`config.mk`:
```
export PLATFORM = sky130hd
export DESIGN_NAME = uart_rx
export DESIGN_NICKNAME = d
export VERILOG_FILES = /design/src/logic/uart_rx_pkg.sv /design/src/logic/rx_sampler.sv /design/src/logic/rx_ctrl.sv /design/src/logic/rx_deframer.sv /design/src/logic/rx_fifo.sv /design/src/logic/rx_credit_out.sv /design/src/logic/uart_rx.sv
export SDC_FILE = /design/constraint.sdc
export NUM_CORES = 1
export LEC_CHECK = 0
export ABC_CLOCK_PERIOD_IN_PS = 4050
export BUFFER_PORTS_ARGS = -buffer_cell sky130_fd_sc_hd__buf_2
export CORE_ASPECT_RATIO = 1.25
export CORE_MARGIN = 3
export CORE_UTILIZATION = 33
export CTS_CLUSTER_DIAMETER = 30
export DETAILED_ROUTE_END_ITERATION = 6
export PLACE_DENSITY_LB_ADDON = 0.15
export SLEW_MARGIN = 10
export SYNTH_ARGS = -nofsm -noshare
export SYNTH_HDL_FRONTEND = slang
export SYNTH_SLANG_ARGS = --single-unit
```
`constraint.sdc`:
```
create_clock -name clk_i -period 4.05 [get_ports clk_i]
set_clock_uncertainty 0.05 [all_clocks]
set_input_delay 0.2025 -clock clk_i [delete_from_list [all_inputs] [get_ports clk_i]]
set_output_delay 0.2025 -clock clk_i [all_outputs]
set_load 0.01 [all_outputs]
```
`src/logic/uart_rx_pkg.sv`:
```
package uart_rx_pkg;

  // --------------------------------------------------------------------------
  // Bit timing
  // --------------------------------------------------------------------------
  localparam int unsigned OVERSAMPLE     = 16; // Ticks per bit
  localparam int unsigned BIT_CENTER     = 8;
  localparam int unsigned MAJ_INIT       = 4;  // Vote counter cleared here
  localparam int unsigned MAJ_DECIDE     = 7;  // Third sample and decision
  localparam int unsigned START_OFFSET   = 2;  // Edge seen on a tick
  localparam int unsigned NR_SYNC_STAGES = 2;
  localparam int unsigned DATA_W         = 8;
  localparam int unsigned TIMING_W       = 5;

  // --------------------------------------------------------------------------
  // Line configuration
  // --------------------------------------------------------------------------
  typedef enum logic [1:0] {WLEN_5, WLEN_6, WLEN_7, WLEN_8} word_len_e;
  typedef enum logic [1:0] {PAR_ODD, PAR_EVEN, PAR_ONE, PAR_ZERO} par_mode_e;
  typedef enum logic [1:0] {TRIG_1, TRIG_4, TRIG_8, TRIG_14} trig_lvl_e;

  typedef struct packed {
    word_len_e word_len;
    logic      par_en;   // Parity bit present
    par_mode_e par_mode;
    trig_lvl_e trig_lvl;
  } rx_cfg_t;

  // Received character with its status
  typedef struct packed {
    logic [DATA_W-1:0] data;      // Right-aligned
    logic              par_err;
    logic              frame_err;
    logic              brk;
  } rx_char_t;

  typedef enum logic [2:0] {
    RX_IDLE, RX_START, RX_DATA, RX_PAR, RX_STOP, RX_RESYNC
  } rx_state_e;

  // One strobe per bit center, from FSM to shift datapath
  typedef struct packed {
    logic clear;
    logic shift;
    logic check_par;
    logic check_stop;
  } deframe_ctl_t;

endpackage

```
`src/logic/rx_sampler.sv`:
```
module rx_sampler (
  input  logic clk_i,
  input  logic rst_i,
  input  logic os_tick_i,      // One clock per oversample period
  input  logic rxd_i,          // Asynchronous serial line
  input  logic hunt_i,         // No bit lock yet
  input  logic timing_load_i,
  output logic rxd_filt_o,
  output logic start_edge_o,
  output logic bit_center_o
);
  import uart_rx_pkg::*;

  logic [NR_SYNC_STAGES-1:0] sync_q;
  logic                      sync_rxd;
  logic [TIMING_W-1:0]       timing_q;
  logic                      center_lvl;
  logic                      center_q;
  logic [1:0]                high_cnt_q;   // Highs seen so far in this vote
  logic                      filt_q;

  // --------------------------------------------------------------------------
  // Synchronizer and oversample counter
  // --------------------------------------------------------------------------
  always_ff @(posedge clk_i) begin
    if (rst_i) begin
      sync_q <= '1; // Idle line is high
    end else begin
      sync_q <= {sync_q[NR_SYNC_STAGES-2:0], rxd_i};
    end
  end

  assign sync_rxd = sync_q[NR_SYNC_STAGES-1];

  always_ff @(posedge clk_i) begin
    if (rst_i) begin
      timing_q <= '0;
    end else if (timing_load_i) begin
      timing_q <= TIMING_W'(START_OFFSET); // Edge coincided with a tick
    end else if (hunt_i) begin
      timing_q <= '0;
    end else if (os_tick_i) begin
      if (timing_q == TIMING_W'(OVERSAMPLE - 1)) begin
        timing_q <= '0;
      end else begin
        timing_q <= timing_q + 1'b1;
      end
    end
  end

  // Count sits at center for a whole tick period, pulse on its first clock
  assign center_lvl   = (timing_q == TIMING_W'(BIT_CENTER));
  assign bit_center_o = center_lvl & ~center_q;

  // --------------------------------------------------------------------------
  // Three-sample majority vote
  // --------------------------------------------------------------------------
  always_ff @(posedge clk_i) begin
    if (rst_i) begin
      center_q   <= 1'b0;
      high_cnt_q <= '0;
      filt_q     <= 1'b1;
    end else begin
      center_q <= center_lvl;
      if (hunt_i) begin
        filt_q <= sync_rxd; // Follow the line until locked
      end else if (os_tick_i) begin
        if (timing_q == TIMING_W'(MAJ_INIT)) begin
          high_cnt_q <= '0;
        end else if ((timing_q > TIMING_W'(MAJ_INIT)) &&
                     (timing_q < TIMING_W'(MAJ_DECIDE))) begin
          high_cnt_q <= high_cnt_q + 2'(sync_rxd);
        end else if (timing_q == TIMING_W'(MAJ_DECIDE)) begin
          filt_q <= ((high_cnt_q + 2'(sync_rxd)) >= 2'd2); // Two of three
        end
      end
    end
  end

  assign rxd_filt_o   = filt_q;
  assign start_edge_o = hunt_i & filt_q & ~sync_rxd; // Falling edge
endmodule

```
`src/logic/rx_ctrl.sv`:
```
module rx_ctrl (
  input  logic                      clk_i,
  input  logic                      rst_i,
  input  logic                      os_tick_i,
  input  uart_rx_pkg::rx_cfg_t      cfg_i,
  input  logic                      start_edge_i,
  input  logic                      bit_center_i,
  input  logic                      rxd_filt_i,
  input  logic                      frame_err_i,   // Stop bit read low
  output logic                      hunt_o,
  output logic                      timing_load_o,
  output uart_rx_pkg::deframe_ctl_t deframe_ctl_o
);
  import uart_rx_pkg::*;

  rx_state_e  state_q;
  rx_state_e  state_d;
  logic [2:0] bit_cnt_q;   // Index of next data bit
  logic [2:0] bit_cnt_d;
  logic [2:0] last_bit;

  // Word length codes start at 5 bits, index 4
  assign last_bit = 3'(cfg_i.word_len) + 3'd4;

  // --------------------------------------------------------------------------
  // Receive FSM
  // --------------------------------------------------------------------------
  always_comb begin
    state_d       = state_q;
    bit_cnt_d     = bit_cnt_q;
    deframe_ctl_o = '0;
    case (state_q)
      RX_IDLE: begin
        if (start_edge_i) begin
          state_d = RX_START;
        end
      end
      RX_START: begin
        if (bit_center_i) begin
          if (!rxd_filt_i) begin
            deframe_ctl_o.clear = 1'b1;
            bit_cnt_d           = '0;
            state_d             = RX_DATA;
          end else begin
            state_d = RX_IDLE; // Glitch, not a start bit
          end
        end
      end
      RX_DATA: begin
        if (bit_center_i) begin
          deframe_ctl_o.shift = 1'b1;
          bit_cnt_d           = bit_cnt_q + 1'b1;
          if (bit_cnt_q == last_bit) begin
            state_d = cfg_i.par_en ? RX_PAR : RX_STOP;
          end
        end
      end
      RX_PAR: begin
        if (bit_center_i) begin
          deframe_ctl_o.check_par = 1'b1;
          state_d                 = RX_STOP;
        end
      end
      RX_STOP: begin
        if (bit_center_i) begin
          deframe_ctl_o.check_stop = 1'b1;
          state_d = frame_err_i ? RX_RESYNC : RX_IDLE;
        end
      end
      RX_RESYNC: begin
        if (start_edge_i) begin
          state_d = RX_START;    // Next frame follows directly
        end else if (rxd_filt_i) begin
          state_d = RX_IDLE;     // Line back to idle level
        end
      end
      default: state_d = RX_IDLE;
    endcase
  end

  always_ff @(posedge clk_i) begin
    if (rst_i) begin
      state_q   <= RX_IDLE;
      bit_cnt_q <= '0;
    end else begin
      state_q   <= state_d;
      bit_cnt_q <= bit_cnt_d;
    end
  end

  assign hunt_o        = (state_q == RX_IDLE) || (state_q == RX_RESYNC);
  assign timing_load_o = hunt_o & start_edge_i & os_tick_i;
endmodule

```
`src/logic/rx_deframer.sv`:
```
module rx_deframer (
  input  logic                      clk_i,
  input  logic                      rst_i,
  input  uart_rx_pkg::rx_cfg_t      cfg_i,
  input  uart_rx_pkg::deframe_ctl_t ctl_i,
  input  logic                      rxd_filt_i,
  output uart_rx_pkg::rx_char_t     char_o,
  output logic                      char_done_o,
  output logic                      frame_err_o
);
  import uart_rx_pkg::*;

  logic [DATA_W-1:0] shreg_q;       // LSB first, fills from the top
  logic [DATA_W-1:0] data_aligned;
  logic              data_par;
  logic              par_err;
  logic              par_err_q;
  logic              par_zero_q;    // Parity bit was low, for break
  logic              brk;
  rx_char_t          char_q;
  logic              done_q;

  // Short words sit in the upper bits, shift them down
  assign data_aligned = shreg_q >> (2'd3 - cfg_i.word_len);
  assign data_par     = ^data_aligned;

  always_comb begin
    case (cfg_i.par_mode)
      PAR_ODD:  par_err = (rxd_filt_i == data_par);
      PAR_EVEN: par_err = (rxd_filt_i != data_par);
      PAR_ONE:  par_err = ~rxd_filt_i;
      default:  par_err = rxd_filt_i; // Forced 0
    endcase
  end

  // --------------------------------------------------------------------------
  // Stop bit and break
  // --------------------------------------------------------------------------
  assign frame_err_o = ctl_i.check_stop & ~rxd_filt_i;
  assign brk = (data_aligned == '0) & (~cfg_i.par_en | par_zero_q) & ~rxd_filt_i;

  always_ff @(posedge clk_i) begin
    if (ctl_i.clear) begin
      shreg_q <= '0;
    end else if (ctl_i.shift) begin
      shreg_q <= {rxd_filt_i, shreg_q[DATA_W-1:1]};
    end
    if (ctl_i.check_stop) begin
      char_q.data      <= data_aligned;
      char_q.par_err   <= par_err_q;
      char_q.frame_err <= frame_err_o;
      char_q.brk       <= brk;
    end
  end

  always_ff @(posedge clk_i) begin
    if (rst_i) begin
      par_err_q  <= 1'b0;
      par_zero_q <= 1'b0;
      done_q     <= 1'b0;
    end else begin
      done_q <= ctl_i.check_stop;
      if (ctl_i.clear) begin
        par_err_q  <= 1'b0; // Stays clear without a parity bit
        par_zero_q <= 1'b0;
      end else if (ctl_i.check_par) begin
        par_err_q  <= par_err;
        par_zero_q <= ~rxd_filt_i;
      end
    end
  end

  assign char_o      = char_q;
  assign char_done_o = done_q;
endmodule

```
`src/logic/rx_fifo.sv`:
```
module rx_fifo #(
  parameter int unsigned DEPTH = 16,
  parameter type         payload_t = logic
) (
  input  logic                       clk_i,
  input  logic                       rst_i,
  input  logic                       push_i,
  input  payload_t                   data_i,
  input  logic                       pop_i,
  output payload_t                   data_o,   // Head, valid while not empty
  output logic                       empty_o,
  output logic                       full_o,
  output logic [$clog2(DEPTH+1)-1:0] usage_o
);
  localparam int unsigned ADDR_W = $clog2(DEPTH);
  localparam int unsigned CNT_W  = $clog2(DEPTH + 1);

  payload_t          mem_q [DEPTH];
  logic [ADDR_W-1:0] wr_ptr_q;
  logic [ADDR_W-1:0] rd_ptr_q;
  logic [CNT_W-1:0]  cnt_q;

  always_ff @(posedge clk_i) begin
    if (push_i) begin
      mem_q[wr_ptr_q] <= data_i;
    end
  end

  always_ff @(posedge clk_i) begin
    if (rst_i) begin
      wr_ptr_q <= '0;
      rd_ptr_q <= '0;
      cnt_q    <= '0;
    end else begin
      if (push_i) begin
        wr_ptr_q <= (wr_ptr_q == ADDR_W'(DEPTH - 1)) ? '0 : wr_ptr_q + 1'b1;
      end
      if (pop_i) begin
        rd_ptr_q <= (rd_ptr_q == ADDR_W'(DEPTH - 1)) ? '0 : rd_ptr_q + 1'b1;
      end
      case ({push_i, pop_i})
        2'b10:   cnt_q <= cnt_q + 1'b1;
        2'b01:   cnt_q <= cnt_q - 1'b1;
        default: cnt_q <= cnt_q; // Both or neither
      endcase
    end
  end

  assign data_o  = mem_q[rd_ptr_q];
  assign empty_o = (cnt_q == '0);
  assign full_o  = (cnt_q == CNT_W'(DEPTH));
  assign usage_o = cnt_q;
endmodule

```
`src/logic/rx_credit_out.sv`:
```
module rx_credit_out #(
  parameter int unsigned CREDITS = 2
) (
  input  logic                  clk_i,
  input  logic                  rst_i,
  input  uart_rx_pkg::rx_char_t head_i,
  input  logic                  empty_i,
  input  logic                  credit_i,      // One credit back per pulse
  output logic                  pop_o,
  output uart_rx_pkg::rx_char_t char_o,
  output logic                  char_valid_o
);
  import uart_rx_pkg::*;

  localparam int unsigned CRED_W = $clog2(CREDITS + 1);

  logic [CRED_W-1:0] credit_q;
  rx_char_t          char_q;
  logic              valid_q;

  // Send whenever a credit is held and a character waits
  assign pop_o = (credit_q != '0) & ~empty_i;

  always_ff @(posedge clk_i) begin
    if (pop_o) begin
      char_q <= head_i;
    end
  end

  always_ff @(posedge clk_i) begin
    if (rst_i) begin
      credit_q <= CRED_W'(CREDITS);
      valid_q  <= 1'b0;
    end else begin
      valid_q <= pop_o;
      case ({pop_o, credit_i})
        2'b10:   credit_q <= credit_q - 1'b1;
        2'b01:   credit_q <= credit_q + 1'b1;
        default: credit_q <= credit_q; // Spend and return cancel
      endcase
    end
  end

  assign char_o       = char_q;
  assign char_valid_o = valid_q;
endmodule

```
`src/logic/uart_rx.sv`:
```
module uart_rx #(
  parameter int unsigned FIFO_DEPTH = 16,
  parameter int unsigned RX_CREDITS = 2
) (
  input  logic                  clk_i,
  input  logic                  rst_i,
  input  logic                  os_tick_i,
  input  logic                  rxd_i,
  input  uart_rx_pkg::rx_cfg_t  cfg_i,         // Static during a frame
  output uart_rx_pkg::rx_char_t char_o,
  output logic                  char_valid_o,
  input  logic                  credit_i,
  output logic                  trigger_o,
  output logic                  overrun_o
);
  import uart_rx_pkg::*;

  localparam int unsigned USAGE_W = $clog2(FIFO_DEPTH + 1);

  logic               rxd_filt;
  logic               start_edge;
  logic               bit_center;
  logic               hunt;
  logic               timing_load;
  deframe_ctl_t       deframe_ctl;
  logic               frame_err;
  rx_char_t           rx_char;
  logic               char_done;
  logic               fifo_push;
  logic               fifo_pop;
  logic               fifo_empty;
  logic               fifo_full;
  logic [USAGE_W-1:0] fifo_usage;
  rx_char_t           fifo_head;
  logic [USAGE_W-1:0] trig_chars;

  // --------------------------------------------------------------------------
  // Receive front end
  // --------------------------------------------------------------------------
  rx_sampler i_sampler (
    .clk_i         (clk_i),
    .rst_i         (rst_i),
    .os_tick_i     (os_tick_i),
    .rxd_i         (rxd_i),
    .hunt_i        (hunt),
    .timing_load_i (timing_load),
    .rxd_filt_o    (rxd_filt),
    .start_edge_o  (start_edge),
    .bit_center_o  (bit_center)
  );

  rx_ctrl i_ctrl (
    .clk_i         (clk_i),
    .rst_i         (rst_i),
    .os_tick_i     (os_tick_i),
    .cfg_i         (cfg_i),
    .start_edge_i  (start_edge),
    .bit_center_i  (bit_center),
    .rxd_filt_i    (rxd_filt),
    .frame_err_i   (frame_err),
    .hunt_o        (hunt),
    .timing_load_o (timing_load),
    .deframe_ctl_o (deframe_ctl)
  );

  rx_deframer i_deframer (
    .clk_i       (clk_i),
    .rst_i       (rst_i),
    .cfg_i       (cfg_i),
    .ctl_i       (deframe_ctl),
    .rxd_filt_i  (rxd_filt),
    .char_o      (rx_char),
    .char_done_o (char_done),
    .frame_err_o (frame_err)
  );

  // --------------------------------------------------------------------------
  // Character buffer and credit link
  // --------------------------------------------------------------------------
  assign fifo_push = char_done & ~fifo_full;
  assign overrun_o = char_done & fifo_full;   // Character is lost

  rx_fifo #(
    .DEPTH     (FIFO_DEPTH),
    .payload_t (rx_char_t)
  ) i_fifo (
    .clk_i   (clk_i),
    .rst_i   (rst_i),
    .push_i  (fifo_push),
    .data_i  (rx_char),
    .pop_i   (fifo_pop),
    .data_o  (fifo_head),
    .empty_o (fifo_empty),
    .full_o  (fifo_full),
    .usage_o (fifo_usage)
  );

  rx_credit_out #(
    .CREDITS (RX_CREDITS)
  ) i_credit_out (
    .clk_i        (clk_i),
    .rst_i        (rst_i),
    .head_i       (fifo_head),
    .empty_i      (fifo_empty),
    .credit_i     (credit_i),
    .pop_o        (fifo_pop),
    .char_o       (char_o),
    .char_valid_o (char_valid_o)
  );

  // Trigger level in characters
  always_comb begin
    case (cfg_i.trig_lvl)
      TRIG_1:  trig_chars = USAGE_W'(1);
      TRIG_4:  trig_chars = USAGE_W'(4);
      TRIG_8:  trig_chars = USAGE_W'(8);
      default: trig_chars = USAGE_W'(14);
    endcase
  end

  assign trigger_o = (fifo_usage >= trig_chars);
endmodule

```
==> results_dict.tcl, run 1 <==
set metrics [dict create \
    cts_buffer_depth 3 \
    powerDensity_mw_per_mm2 661 \
    die_x_um 163 \
    synth_top_flop_cell "edfxtp_1" \
    post_cts_buffers 0 \
    synthArstFlopShare_pct 0 \
    grt_max_degree 48 \
    grt_pass1_wl_um 33200 \
    overflow 0 \
    clock_latency_ns 0.53 \
    synth_cell_types 59 \
    status "complete, no violations" \
    cts_tree "done" \
    fmax_mhz 289 \
    power_switching_mw 2.24 \
    crit_family "compound AO/OA/AOI/OAI gates" \
    antenna_found_initial 0 \
    period_share_pct 85.6 \
    power_frac_seq_pct 36.5 \
    yosys_register_bits 242 \
    avgSynthCellArea_um2 15.6 \
    dpl.hpwl_um 13200 \
    vias_per_cell 4.88 \
    seq_area_frac_synth_pct 67.3 \
    clkSlewWorstSetupHoldPaths_ns 0.05 \
    netlist.area_leader.share_pct 58.6 \
    path_buf_inv 1 \
    synthCells 651 \
    root_buffer "clkbuf_16" \
    clockPowerShare_pct 46.7 \
    drt_iter0_drc 295 \
    path_cells "or4_1, o22ai_2, inv_2, ha_1, xor2_1, ha_1, a211o_1, a21oi_1, a221oi_1, or3_1, a21oi_1" \
    synth_most_common_cell "edfxtp_1" \
    slew_viol_final 0 \
    drive_gt1_share_pct 24.6 \
    dieArea_mm2 0.0329 \
    tightest_slew_ns 1.18 \
    min_path_type "input port to register" \
    slowest_stage "or4_1" \
    power.leakage_nw 4.14 \
    syn_nets 685 \
    vias 5599 \
    fin_crit_ns 3.47 \
    syn_area_mm2 0.0101 \
    timing.slew.headroom_pct 21.5 \
    critPathKind "register to register" \
    pre_cts_ws_ns 0.658 \
    track_usage_pct 13.0 \
    max-cap-violations 0 \
    yosys-top-cells-area "edfxtp_1 59%, mux4_2 9.8%, dfxtp_1 8.7%" \
    core_area_mm2 0.0302 \
    synthToLayoutAreaGrowth_pct 22.1 \
    setup_violations 0 \
    n_fill_cell 2771 \
    ctsResizeCount 0 \
    portBuffers 25 \
    die_h_um 202 \
    cp_data_required_time_ns 4.45 \
    cts-buffers-inserted 46 \
    cp_slowest_stage_delay_ns 0.56 \
    drt-total-wl_um 21000 \
    dr.pass1.iters 6 \
    total_power_mw 8.18 \
    ios 26 \
    ys_warn_count 0 \
    row_count 71 \
    r2r_slack_ns 0.58 \
    internal_power_mw 5.95 \
    max-vdd-ir-drop_uv 350 \
    h-tree-depth 2 \
    synth_top_area_cell "edfxtp_1" \
    fin_setup_tns_ns 0 \
    wire_per_inst_um 18.3 \
    crit_fanout 15 \
    startpoint_type "register" \
    setup.worst_path.end_class "register" \
    finalHoldViolCount 0 \
    cts_sinks 242 \
    ys_top_cells_by_count "198 x edfxtp_1, 47 x nor2_1, 44 x dfxtp_1, 44 x mux4_2, 35 x a21oi_1" \
    drc_errors 0 \
    gp_congestion 0.749 \
    final.setup.worst_slack_ns 0.584 \
    synth-edff-count 198 \
    p_comb_share_pct 16.8 \
    cp.arrival_ns 3.87 \
    rsz0062_at_grt "no" \
    antenna_left 0 \
    p_sw_share_pct 27.3 \
    num-nets-final 743 \
    start_util_pct 33.6 \
    n_antenna_cell 0 \
    grt_pass1_vias 5874 \
]
per-stage QoR:
stage	area, um2	hold WS (ns)	instances	util, %
finish	12400	0.0527	1148	41.0
global route	12400	0.0850	1148	41.0
CTS	12400	0.0336	1148	41.0
detailed placement	10800	0.342	1060	35.7
global placement	10800	0.340	1060	35.7
floorplan	10100	0.256	651	-
flip-flops by register name, summed over array words and instances, names as in the netlist, 4 cells and up:
name                 flops
i_deframer.char_o       11
i_fifo.usage_o           5
i_fifo.mem_q           176
i_deframer.shreg_q       8
i_fifo.wr_ptr_q          4
i_fifo.rd_ptr_q          4
i_credit_out.char_o     11
i_sampler.timing_q       5
final timing paths:
check | start | depth (start not counted) | endpoint
worst max-delay path | i_fifo.usage_o[1] | 11 | i_fifo.usage_o[4]
worst min-delay path | cfg_i[2] | 4 | i_deframer.par_err_q
worst max register to register | i_fifo.usage_o[1] | 11 | i_fifo.usage_o[4]
worst min register to register | i_sampler.sync_q[0] | 1 | i_sampler.sync_q[1]
cells by family (layout without fill, tap and decap cells):
family / Yosys count / in the layout / share of synthesized area, %
AND/OR/NAND/NOR: 146 / 146 / 7.56
multiplexers: 74 / 74 / 12.8
adder cells (fa/ha/maj): 22 / 22 / 2.71
flip-flops: 242 / 242 / 67.3
buffers and inverters: 59 / 155 / 2.42
AO/OA/AOI/OAI: 87 / 87 / 5.38
XOR/XNOR: 21 / 21 / 1.81
repair_timing:
| action | CTS | global route |
|---|---|---|
| endpoints found under the setup margin | 0 | 0 |
| endpoints found under the hold margin | 2 | 0 |
| hold buffers | 2 | 0 |
worst min-delay path, stage by stage:
cell and delay, ns:
buf_2 0.09, xnor2_1 0.06, xnor2_1 0.14, a2111oi_1 0.08
final cells by class:
type | count | area [um2] | area share [%]
sequential | 242 | 6830 | 55.2
multi-input combinational | 350 | 3070 | 24.8
clock buffer | 53 | 1210 | 9.76
tap | 401 | 502 | 4.05
clock inverter | 33 | 383 | 3.09
timing repair buffer | 46 | 300 | 2.43
inverter | 23 | 86.3 | 0.697
routing by layer:
metal / GRT usage [%] / up-vias / wire length [um]
met3: 2.93 / 39 / 831
met4: 4.32 / 0 / 490
met5: 0 / - / 0
met1: 16.1 / 2814 / 8790
met2: 22.4 / 105 / 10900
li1: - / 2641 / -
cells in the final DEF, fill, tap and decap left out, types with 5 or more instances in the layout:
cell type / n
inv_6: 5
mux4_2: 44
nor3_1: 11
clkinv_4: 5
inv_1: 22
clkbuf_1: 5
dfxtp_1: 42
a21oi_1: 35
nand2b_1: 7
nor2b_1: 15
mux2_2: 5
bufinv_16: 5
buf_4: 18
nand3_1: 9
a211oi_1: 12
clkinv_2: 6
nand2_1: 29
edfxtp_1: 198
mux2i_1: 24
xor2_1: 11
o21ai_0: 12
ha_1: 22
buf_2: 25
clkbuf_16: 47
xnor2_1: 10
nor2_1: 47
power groups by stage:
stage	clock [mW]	sequential [mW]	combinational [mW]
global route	4.03	3.02	1.52
global placement	0	3.04	1.33
finish	3.83	2.99	1.37
detailed placement	0	3.04	1.38
floorplan	0	2.93	1.11
CTS	3.92	3.00	1.39
Note: power is estimated with default switching activity, not from simulation.
==> run 2, diff against run 1 <==
Settings changed: CORE_UTILIZATION 33 to 35.
==> run 2 against run 1 <==
Net effect: total power is 0.88% lower; first-iteration DRC count is 11% lower; utilization is 2.2 points higher; cell area is 0.70% lower; sequential power is 1% higher; combinational power hardly changed; global-route usage is 0.82 points higher; cell count is 3.9% lower; sequential cell count stayed put; critical path depth stayed put; clock power is 2% lower; critical endpoint unchanged; largest cell class unchanged; highest routed layer unchanged.
==> results_dict.tcl, run 2 (synthesized netlist as in run 1, its figures left out) <==
set metrics [dict create \
    clkSlewWorstSetupHoldPaths_ns 0.05 \
    antenna_found_initial 0 \
    overflow 0 \
    track_usage_pct 13.8 \
    gp_congestion 0.721 \
    crit_fanout 15 \
    grt_pass1_wl_um 33100 \
    powerDensity_mw_per_mm2 660 \
    drt_iter0_drc 263 \
    crit_end "i_fifo.usage_o[4]" \
    largest_reg_flops 176 \
    h-tree-depth 2 \
    dieArea_mm2 0.0311 \
    setup_violations 0 \
    clock_latency_ns 0.53 \
    rsz0062_at_grt "no" \
    cts_sinks 242 \
    wire_per_inst_um 18.8 \
    r2r_slack_ns 0.63 \
    max-vdd-ir-drop_uv 297 \
    synthToLayoutAreaGrowth_pct 21.2 \
    ios 26 \
    power.leakage_nw 4.11 \
    tightest_slew_ns 1.14 \
    cp.arrival_ns 3.83 \
    whs_ns 0.0778 \
    drc_errors 0 \
    min_path_type "input port to register" \
    reg2reg_from "i_fifo.usage_o[1]" \
    dpl.hpwl_um 13100 \
    drt-total-wl_um 20800 \
    slew_viol_final 0 \
    finalHoldViolCount 0 \
    fmax_mhz 292 \
    critPathKind "register to register" \
    layout_common_cells "198 x edfxtp_1, 48 x clkbuf_16, 44 x mux4_2, 44 x nor2_1, 41 x dfxtp_1" \
    n_antenna_cell 0 \
    vias 5618 \
    crit_start "i_fifo.usage_o[1]" \
    period_share_pct 84.5 \
    row_count 69 \
    timing.slew.headroom_pct 23.6 \
    drive_gt1_share_pct 24.3 \
    startpoint_type "register" \
    dr.pass1.iters 5 \
    rr_endpoint "i_fifo.usage_o[4]" \
    fin_crit_ns 3.42 \
    status "complete, no violations" \
    rr_worst_depth 11 \
    num-nets-final 745 \
    grt_pass1_vias 5923 \
    top_register "i_fifo.mem_q" \
    die_x_um 158 \
    die_h_um 196 \
    antenna_left 0 \
    max-cap-violations 0 \
    cts-buffers-inserted 48 \
    grt_max_degree 33 \
    cts_buffer_depth 3 \
    cp_data_required_time_ns 4.45 \
    root_buffer "clkbuf_16" \
    portBuffers 25 \
    core_area_mm2 0.0285 \
    start_util_pct 35.6 \
    layout_commonest_cell "edfxtp_1" \
    cts_tree "done" \
    fin_setup_tns_ns 0 \
    vias_per_cell 5.09 \
    setup.worst_path.end_class "register" \
]
## run 2: power breakdown
group	internal [mW]	leakage, nW	switching, mW
Combinational	0.645	1.26	0.696
Clock	2.51	0.749	1.24
Sequential	2.81	2.11	0.216
## run 2: worst min path at each step
stage | from | endpoint | slack, ns | depth (start not counted)
after floorplan | rxd_i | i_sampler.sync_q[0] | 0.26 | 1
after global placement | rxd_i | i_sampler.sync_q[0] | 0.34 | 2
after detailed placement | rxd_i | i_sampler.sync_q[0] | 0.34 | 2
after CTS | cfg_i[3] | i_deframer.par_err_q | 0.06 | 4
after global routing | cfg_i[3] | i_deframer.par_err_q | 0.11 | 4
final | cfg_i[2] | i_deframer.par_err_q | 0.08 | 4
## run 2: worst max-delay path, cell delays in order (launching register included)
cell      delay (ns)
dfxtp_1         0.40
or4_1           0.55
o22ai_2         0.32
inv_2           0.26
ha_1            0.38
xor2_1          0.19
ha_1            0.23
a211o_1         0.27
a21oi_1         0.17
a221oi_1        0.08
or3_1           0.32
a21oi_1         0.14
## run 2: layout make-up
type / instances / area, um2
clock buffers: 57 / 1240
clock inverters: 30 / 322
fillers: 2550 / 16200
inverters: 23 / 86.3
multi-input cells: 350 / 3080
flip-flops and latches: 242 / 6830
well taps: 355 / 444
repair buffers: 46 / 288
## run 2: layer usage
layer / track usage (%) / part of all wire [%] / routed length, um / vias to the layer above
met1: 16.6 / 42 / 8660 / 2801
met5: 0 / 0 / 0 / -
met3: 3.20 / 4.5 / 937 / 44
li1: - / - / - / 2638
met4: 4.88 / 2.6 / 545 / 0
met2: 24.1 / 51 / 10600 / 135
## run 2: through the flow
step / setup WS [ns] / instances / utilization (%) / power, mW / cell area, um2
floorplan: 0.962 / 651 / - / 4.05 / 10100
global placement: 0.772 / 1014 / 37.6 / 4.37 / 10700
detailed placement: 0.650 / 1014 / 37.6 / 4.42 / 10700
CTS: 0.641 / 1103 / 43.1 / 8.22 / 12300
global route: 0.401 / 1103 / 43.1 / 8.50 / 12300
finish: 0.627 / 1103 / 43.1 / 8.11 / 12300
## run 2: what timing repair did
item / in CTS / in global routing
hold buffers: 2 / 0
hold endpoints to repair: 3 / 0
resized for setup: 0 / 0
buffers inserted: 0 / 0
